$ cat config.mk
export PLATFORM = sky130hd
export DESIGN_NAME = mc_dram_bridge
export DESIGN_NICKNAME = d
export VERILOG_FILES = /design/src/mc_dram_pkg.sv /design/src/mc_dram_bridge.sv /design/src/dram_addr_remap.sv /design/src/wh_hdr_decode.sv /design/src/mc_reset_seq.sv
export VERILOG_INCLUDE_DIRS = /design/src
export SDC_FILE = /design/constraint.sdc
export NUM_CORES = 1
export LEC_CHECK = 0
export BUFFER_PORTS_ARGS = -buffer_cell sky130_fd_sc_hd__clkbuf_2
export CORE_MARGIN = 2
export CORE_UTILIZATION = 25
export DETAILED_ROUTE_END_ITERATION = 10
export GPL_TIMING_DRIVEN = 0
export SLEW_MARGIN = 20
export SYNTH_ARGS = -nofsm -noshare
export SYNTH_HDL_FRONTEND = slang
export SYNTH_SLANG_ARGS = --single-unit
$ cat constraint.sdc
create_clock -name clk_i -period 1.4 [get_ports clk_i]
set_input_delay 0.07 -clock clk_i [delete_from_list [all_inputs] [get_ports clk_i]]
set_output_delay 0.07 -clock clk_i [all_outputs]
set_load 0.05 [all_outputs]
$ cat src/mc_dram_bridge_defines.svh
/*
 * memory bridge field widths
 * sizes of the dram channel address fields, the wormhole header layout,
 * the channel id slice and the reset release depth
 */

`ifndef MC_DRAM_BRIDGE_DEFINES_SVH
`define MC_DRAM_BRIDGE_DEFINES_SVH

////////////////////
// dram channel address fields

// bank address
`define MC_BA_W 2
// bank group
`define MC_BG_W 2
// row
`define MC_RO_W 14
// column
`define MC_CO_W 6
// byte offset within a dram word
`define MC_BO_W 5

`define MC_CH_ADDR_W (`MC_BA_W + `MC_BG_W + `MC_RO_W + `MC_CO_W + `MC_BO_W)

////////////////////
// wormhole header word
// address low, source coordinate above it, cid on top

`define MC_CORD_W 7
`define MC_CID_W 2
`define MC_FLIT_W (`MC_CH_ADDR_W + `MC_CORD_W + `MC_CID_W)
`define MC_CORD_LSB `MC_CH_ADDR_W

////////////////////
// channel select

// log2 of ruche factor, the low coordinate bits pick the lane
`define MC_LG_RUCHE 1
`define MC_CH_ID_W 3

////////////////////
// reset release

`define MC_RESET_DEPTH 3

`endif
$ cat src/mc_dram_pkg.sv
/*
 * memory bridge types
 * one dram channel address word, seen either in the order the cache dma
 * produces (ba, bg, ro, co, bo) or in the order the dram simulator
 * expects (ro, bg, ba, co, bo)
 */

`include "mc_dram_bridge_defines.svh"

package mc_dram_pkg;

  // both views span the same MC_CH_ADDR_W bits
  typedef union packed {
    // cache dma order, bank bits on top
    struct packed {
      logic [`MC_BA_W-1:0] ba;
      logic [`MC_BG_W-1:0] bg;
      logic [`MC_RO_W-1:0] ro;
      logic [`MC_CO_W-1:0] co;
      logic [`MC_BO_W-1:0] bo;
    } cache_view;

    // simulator order, row on top
    struct packed {
      logic [`MC_RO_W-1:0] ro;
      logic [`MC_BG_W-1:0] bg;
      logic [`MC_BA_W-1:0] ba;
      logic [`MC_CO_W-1:0] co;
      logic [`MC_BO_W-1:0] bo;
    } sim_view;
  } dram_ch_addr_u;

  // column and byte offset sit at the bottom in both orders,
  // only the upper three fields move

endpackage

$ cat src/mc_dram_bridge.sv
/*
 * manycore dram bridge
 * reset release after configuration, header decode and address remap
 * toward the dram simulator, plus read-done address restore
 */

`timescale 1ns/100ps

`include "mc_dram_bridge_defines.svh"

module mc_dram_bridge (
  input logic clk_i
  , input logic arst_n_i
  , input logic config_done_i

  // wormhole header from one of the two ruche lanes
  , input logic req_v_i
  , input logic req_lane_i
  , input logic [`MC_FLIT_W-1:0] req_flit_i

  // read done from the simulator, sim order
  , input logic rd_done_v_i
  , input mc_dram_pkg::dram_ch_addr_u rd_done_addr_i

  , output logic bridge_ready_o

  , output logic dram_req_v_o
  , output logic [`MC_CH_ID_W-1:0] dram_req_ch_o
  , output mc_dram_pkg::dram_ch_addr_u dram_req_addr_o

  , output logic rd_done_v_o
  , output mc_dram_pkg::dram_ch_addr_u rd_done_addr_o
);

  import mc_dram_pkg::*;

  logic core_reset;
  logic hdr_v;
  logic [`MC_CH_ID_W-1:0] hdr_ch;
  dram_ch_addr_u hdr_addr;

  ////////////////////
  // reset release

  mc_reset_seq reset_seq0 (
    .clk_i(clk_i)
    , .arst_n_i(arst_n_i)
    , .config_done_i(config_done_i)
    , .core_reset_o(core_reset)
    , .bridge_ready_o(bridge_ready_o)
  );

  ////////////////////
  // request path, two stages

  wh_hdr_decode hdr_dec0 (
    .clk_i(clk_i)
    , .arst_n_i(arst_n_i)
    , .core_reset_i(core_reset)
    , .req_v_i(req_v_i)
    , .req_lane_i(req_lane_i)
    , .req_flit_i(req_flit_i)
    , .hdr_v_o(hdr_v)
    , .hdr_ch_o(hdr_ch)
    , .hdr_addr_o(hdr_addr)
  );

  // also carries the one-stage read-done path
  dram_addr_remap remap0 (
    .clk_i(clk_i)
    , .arst_n_i(arst_n_i)
    , .core_reset_i(core_reset)
    , .hdr_v_i(hdr_v)
    , .hdr_ch_i(hdr_ch)
    , .hdr_addr_i(hdr_addr)
    , .rd_done_v_i(rd_done_v_i)
    , .rd_done_addr_i(rd_done_addr_i)
    , .dram_req_v_o(dram_req_v_o)
    , .dram_req_ch_o(dram_req_ch_o)
    , .dram_req_addr_o(dram_req_addr_o)
    , .rd_done_v_o(rd_done_v_o)
    , .rd_done_addr_o(rd_done_addr_o)
  );

endmodule

$ cat src/dram_addr_remap.sv
/*
 * dram address remap
 * second request stage moves cache-order fields into simulator order;
 * the read-done path moves simulator-order addresses back into cache
 * order for the cache side
 */

`timescale 1ns/100ps

`include "mc_dram_bridge_defines.svh"

module dram_addr_remap (
  input logic clk_i
  , input logic arst_n_i
  , input logic core_reset_i

  , input logic hdr_v_i
  , input logic [`MC_CH_ID_W-1:0] hdr_ch_i
  , input mc_dram_pkg::dram_ch_addr_u hdr_addr_i

  , input logic rd_done_v_i
  , input mc_dram_pkg::dram_ch_addr_u rd_done_addr_i

  , output logic dram_req_v_o
  , output logic [`MC_CH_ID_W-1:0] dram_req_ch_o
  , output mc_dram_pkg::dram_ch_addr_u dram_req_addr_o

  , output logic rd_done_v_o
  , output mc_dram_pkg::dram_ch_addr_u rd_done_addr_o
);

  import mc_dram_pkg::*;

  dram_ch_addr_u req_addr_sim;
  dram_ch_addr_u rd_addr_cache;

  logic dram_req_v_r;
  logic [`MC_CH_ID_W-1:0] dram_req_ch_r;
  dram_ch_addr_u dram_req_addr_r;

  logic rd_done_v_r;
  dram_ch_addr_u rd_done_addr_r;

  ////////////////////
  // cache to simulator order

  always_comb begin
    req_addr_sim.sim_view.ro = hdr_addr_i.cache_view.ro;
    req_addr_sim.sim_view.bg = hdr_addr_i.cache_view.bg;
    req_addr_sim.sim_view.ba = hdr_addr_i.cache_view.ba;
    req_addr_sim.sim_view.co = hdr_addr_i.cache_view.co;
    req_addr_sim.sim_view.bo = hdr_addr_i.cache_view.bo;
  end

  always_ff @(posedge clk_i or negedge arst_n_i) begin
    if (!arst_n_i) begin
      dram_req_v_r <= 1'b0;
      dram_req_ch_r <= '0;
      dram_req_addr_r <= '0;
    end else begin
      dram_req_v_r <= hdr_v_i & ~core_reset_i;
      if (hdr_v_i) begin
        dram_req_ch_r <= hdr_ch_i;
        dram_req_addr_r <= req_addr_sim;
      end
    end
  end

  ////////////////////
  // read done, back to cache order

  always_comb begin
    rd_addr_cache.cache_view.ba = rd_done_addr_i.sim_view.ba;
    rd_addr_cache.cache_view.bg = rd_done_addr_i.sim_view.bg;
    rd_addr_cache.cache_view.ro = rd_done_addr_i.sim_view.ro;
    rd_addr_cache.cache_view.co = rd_done_addr_i.sim_view.co;
    rd_addr_cache.cache_view.bo = rd_done_addr_i.sim_view.bo;
  end

  // read done ignored while the core is in reset
  always_ff @(posedge clk_i or negedge arst_n_i) begin
    if (!arst_n_i) begin
      rd_done_v_r <= 1'b0;
      rd_done_addr_r <= '0;
    end else begin
      rd_done_v_r <= rd_done_v_i & ~core_reset_i;
      if (rd_done_v_i & ~core_reset_i) begin
        rd_done_addr_r <= rd_addr_cache;
      end
    end
  end

  assign dram_req_v_o = dram_req_v_r;
  assign dram_req_ch_o = dram_req_ch_r;
  assign dram_req_addr_o = dram_req_addr_r;
  assign rd_done_v_o = rd_done_v_r;
  assign rd_done_addr_o = rd_done_addr_r;

endmodule

$ cat src/wh_hdr_decode.sv
/*
 * wormhole header decode
 * first request stage: undoes the odd ruche lane inversion, picks the
 * dram channel from the source coordinate and registers the
 * cache-order channel address
 */

`timescale 1ns/100ps

`include "mc_dram_bridge_defines.svh"

module wh_hdr_decode (
  input logic clk_i
  , input logic arst_n_i
  , input logic core_reset_i

  , input logic req_v_i
  , input logic req_lane_i
  , input logic [`MC_FLIT_W-1:0] req_flit_i

  , output logic hdr_v_o
  , output logic [`MC_CH_ID_W-1:0] hdr_ch_o
  , output mc_dram_pkg::dram_ch_addr_u hdr_addr_o
);

  import mc_dram_pkg::*;

  logic [`MC_FLIT_W-1:0] flit_fixed;
  logic [`MC_CORD_W-1:0] src_cord;
  logic [`MC_CH_ID_W-1:0] ch_id;
  dram_ch_addr_u cache_addr;
  logic accept;

  logic hdr_v_r;
  logic [`MC_CH_ID_W-1:0] hdr_ch_r;
  dram_ch_addr_u hdr_addr_r;

  ////////////////////
  // lane polarity

  // lane 1 travels bitwise inverted on the ruche wires
  assign flit_fixed = req_lane_i ? ~req_flit_i : req_flit_i;

  ////////////////////
  // field extraction

  assign src_cord = flit_fixed[`MC_CORD_LSB +: `MC_CORD_W];

  // skip the ruche bits, the next coordinate bits name the channel
  assign ch_id = src_cord[`MC_LG_RUCHE +: `MC_CH_ID_W];

  // low bits of the header already hold the cache-order address
  assign cache_addr = flit_fixed[`MC_CH_ADDR_W-1:0];

  // nothing is taken while the core is held in reset
  assign accept = req_v_i & ~core_reset_i;

  ////////////////////
  // stage register

  always_ff @(posedge clk_i or negedge arst_n_i) begin
    if (!arst_n_i) begin
      hdr_v_r <= 1'b0;
      hdr_ch_r <= '0;
      hdr_addr_r <= '0;
    end else begin
      hdr_v_r <= accept;
      // hold the last header when idle
      if (accept) begin
        hdr_ch_r <= ch_id;
        hdr_addr_r <= cache_addr;
      end
    end
  end

  assign hdr_v_o = hdr_v_r;
  assign hdr_ch_o = hdr_ch_r;
  assign hdr_addr_o = hdr_addr_r;

endmodule

$ cat src/mc_reset_seq.sv
/*
 * core reset sequencer
 * holds the core in reset until configuration is done, then releases
 * it through a short register chain and flags the bridge as ready
 */

`timescale 1ns/100ps

`include "mc_dram_bridge_defines.svh"

module mc_reset_seq (
  input logic clk_i
  , input logic arst_n_i
  , input logic config_done_i
  , output logic core_reset_o
  , output logic bridge_ready_o
);

  logic [`MC_RESET_DEPTH-1:0] reset_chain_r;
  logic reset_in;

  // keep feeding reset while config is pending;
  // once the chain has drained, only zeros go in so ready sticks
  assign reset_in = ~config_done_i & reset_chain_r[`MC_RESET_DEPTH-1];

  ////////////////////
  // release chain

  always_ff @(posedge clk_i or negedge arst_n_i) begin
    if (!arst_n_i) begin
      reset_chain_r <= '1;
    end else begin
      reset_chain_r <= {reset_chain_r[`MC_RESET_DEPTH-2:0], reset_in};
    end
  end

  // last stage is the core reset seen by both request stages
  assign core_reset_o = reset_chain_r[`MC_RESET_DEPTH-1];
  assign bridge_ready_o = ~reset_chain_r[`MC_RESET_DEPTH-1];

endmodule

==> flow_summary.toml <==
[run_status]
status = "finished clean"

[worst_setup_path]
cp-start-kind = "flip-flop"
path_class = "reg -> reg"
endpoint_kind = "flip-flop"
crit_start = "reset_seq0.reset_chain_r[2]"
cp_max_fo = 10
crit_required_ns = 1.62
worst_ep_arrival_time_ns = 1.56
worstReg2RegStart = "reset_seq0.reset_chain_r[2]"

[drt]
drt-met1-wl_mm = 3.92
final_antenna_net_count = 0
wl_per_cell_um = 14.2
highest_layer = "met4"
wl_met2_mm = 4.34
num_vias = 2530
route.detailed.drc = 0
viasPerCell = 3.97
drt-total-wl_mm = 9.07
initialDrtViolationCount = 56
dr_wl_met3_um = 590
firstDrtPassIters = 4

[place]
numPortBuffers = 129
gp_congestion = 0.740
placedCellCount = 590
place_hpwl_mm = 6.17
post-place-ws_ns = -0.0270

[power]
cellLeakagePower_uw = 0.00269
ir_worst_vdd_mv = 0.670
power_density_nw_per_um2 = 1480
p_total_uw = 8370

[timing]
hold_viol = 0
relSlewSlack = 0.728
post-route-period-util = 0.954
final-setup-viol-count = 0
clock.fmax_mhz = 749
clock_skew_ns = 0.00808
slew_violations = 0
layout_min_cycle_time_ns = 1.34
setup_ws_ns = 0.0646
worst_pin_slew_ns = 0.408
fin_setup_tns_ns = 0
rsz0062_at_grt = "no"

[global_routing]
grt-ovfl-total = 0
grt_use_total = 0.112
grt_max_degree = 51
grt_pass1_wl_mm = 15.1
antenna_found_initial = 0
grt_pass1_vias = 2908

[synthesis]
syn_area_um2 = 4050
ys_seq_area_frac = 0.612
synth.avg_cell_area_um2 = 16.6
synth_cell_types = 12
yosysWarnings = 0
syn_inst = 244
synth_nets = 317
synth-seq-cells = 99

[floorplan]
dieArea_um2 = 17200
core_um2 = 15900
die_x_um = 131
initial_core_util = 0.255
io_pins = 137
die_h_um = 131
rows = 46

[finish]
fin_cells = 637
n_antenna_cell = 0
nets = 489
drive_gt1_frac = 0.601
synthToLayoutAreaGrowth_pct = 39.2

[clocking]
clock_insertion_delay_worst_skew_ns = 0.34
cts_root_buf = "clkbuf_16"
cts_tree = "done"
htreeDepth = 3
cts_setup_buffers = 0
path_clk_slew_ns = 0.06
cts_made_buffers = 9
cts_num_sinks = 99
cts_buffer_depth = 2

[min_path]
hp-class = "in -> reg"
hold_path_startpoint = "req_flit_i[30]"

[job]
drv_cap = 0
-- through the flow --
| step | utilization | hold slack [ns] | instance area, um2 |
|---|---|---|---|
| after floorplan | - | -0.226 | 4050 |
| after detailed placement | 0.315 | 0.0466 | 5000 |
| final | 0.355 | 0.105 | 5640 |
| after global placement | 0.313 | 0.214 | 4970 |
| after global routing | 0.355 | 0.101 | 5640 |
| after CTS | 0.354 | 0.0909 | 5620 |
-- per-layer routing --
layer  GRT usage  vias up
li1            -     1168
met1       0.135     1246
met2       0.183       99
met3      0.0355       17
met4      0.0550        0
met5           0        -
-- cell type report --
cell class | instances | area, um2
clock buffer | 13 | 240
sequential | 99 | 2480
inverter | 1 | 3.75
tap | 216 | 270
multi-input combinational | 129 | 1460
clock inverter | 3 | 65.1
buffer | 15 | 126
fill | 1551 | 10200
timing repair buffer | 161 | 992
-- cell usage after synthesis --
cell	count	area (um2)
dfrtp_1	96	2400
mux2_2	63	709
xor2_1	32	280
mux2_4	29	435
buf_2	6	30.0
buf_4	6	45.0
buf_6	3	33.8
dfstp_2	3	78.8
nor2b_1	3	18.8
inv_1	1	3.75
mux2_1	1	11.3
nor2_1	1	3.75
-- report_power, final --
part	internal (uW)	switching [uW]	leakage, uW
Combinational	796	1480	0.00139
Clock	1570	1020	0.000148
Sequential	3290	221	0.00115
-- layout by cell type, fill, tap and decap left out --
cell type and instances:
clkbuf_2 128, dfrtp_1 96, mux2_2 63, xor2_1 32, dlygate4sd3_1 31, mux2_4 29
clkbuf_16 9, buf_4 6, buf_2 5, clkbuf_1 4, buf_8 3, dfstp_2 3
nor2b_1 2, bufinv_16 2, inv_1 1, nor2b_2 1, buf_6 1, nor2_1 1
mux2_1 1, clkinv_2 1, clkbuf_8 1, buf_16 1
-- kinds of logic after synthesis --
family	synth area share
DFF	0.612
muxes	0.285
xor gates and xnor gates	0.0692
buffers and inverters	0.0278
and+or+nand+nor	0.00556
-- registers in the layout (all words and copies together), names as in the netlist --
name	cells
reset_seq0.reset_chain_r	3
hdr_dec0.hdr_ch_o	3
hdr_dec0.hdr_v_o	1
remap0.rd_done_addr_o	29
remap0.rd_done_v_o	1
remap0.dram_req_addr_o	29
remap0.dram_req_ch_o	3
remap0.dram_req_v_o	1
hdr_dec0.hdr_addr_o	29
-- worst max-delay path, cell delays in order (launching register included) --
cell     delay [ns]
dfstp_2        0.56
nor2b_2        0.05
buf_6          0.14
buf_8          0.16
mux2_4         0.30
-- worst paths after layout --
| check | to | slack, ns | cells past startpoint |
|---|---|---|---|
| worst max-delay path | hdr_dec0.hdr_ch_o[1] | 0.06 | 4 |
| worst min-delay path | hdr_dec0.hdr_ch_o[0] | 0.11 | 3 |
| worst max register to register | hdr_dec0.hdr_ch_o[1] | 0.06 | 4 |
| worst min register to register | reset_seq0.reset_chain_r[2] | 0.36 | 0 |
| max in group asynchronous | hdr_dec0.hdr_addr_o[24] | 0.56 | 3 |
| min in group asynchronous | remap0.rd_done_addr_o[5] | 0.25 | 2 |
-- what timing repair did --
action	CTS	global route
setup endpoints to repair	29	29
hold buffers	31	0
resized for setup	1	5
hold endpoints to repair	79	0
cloned	0	0
Power figures use the tool's default switching activity.
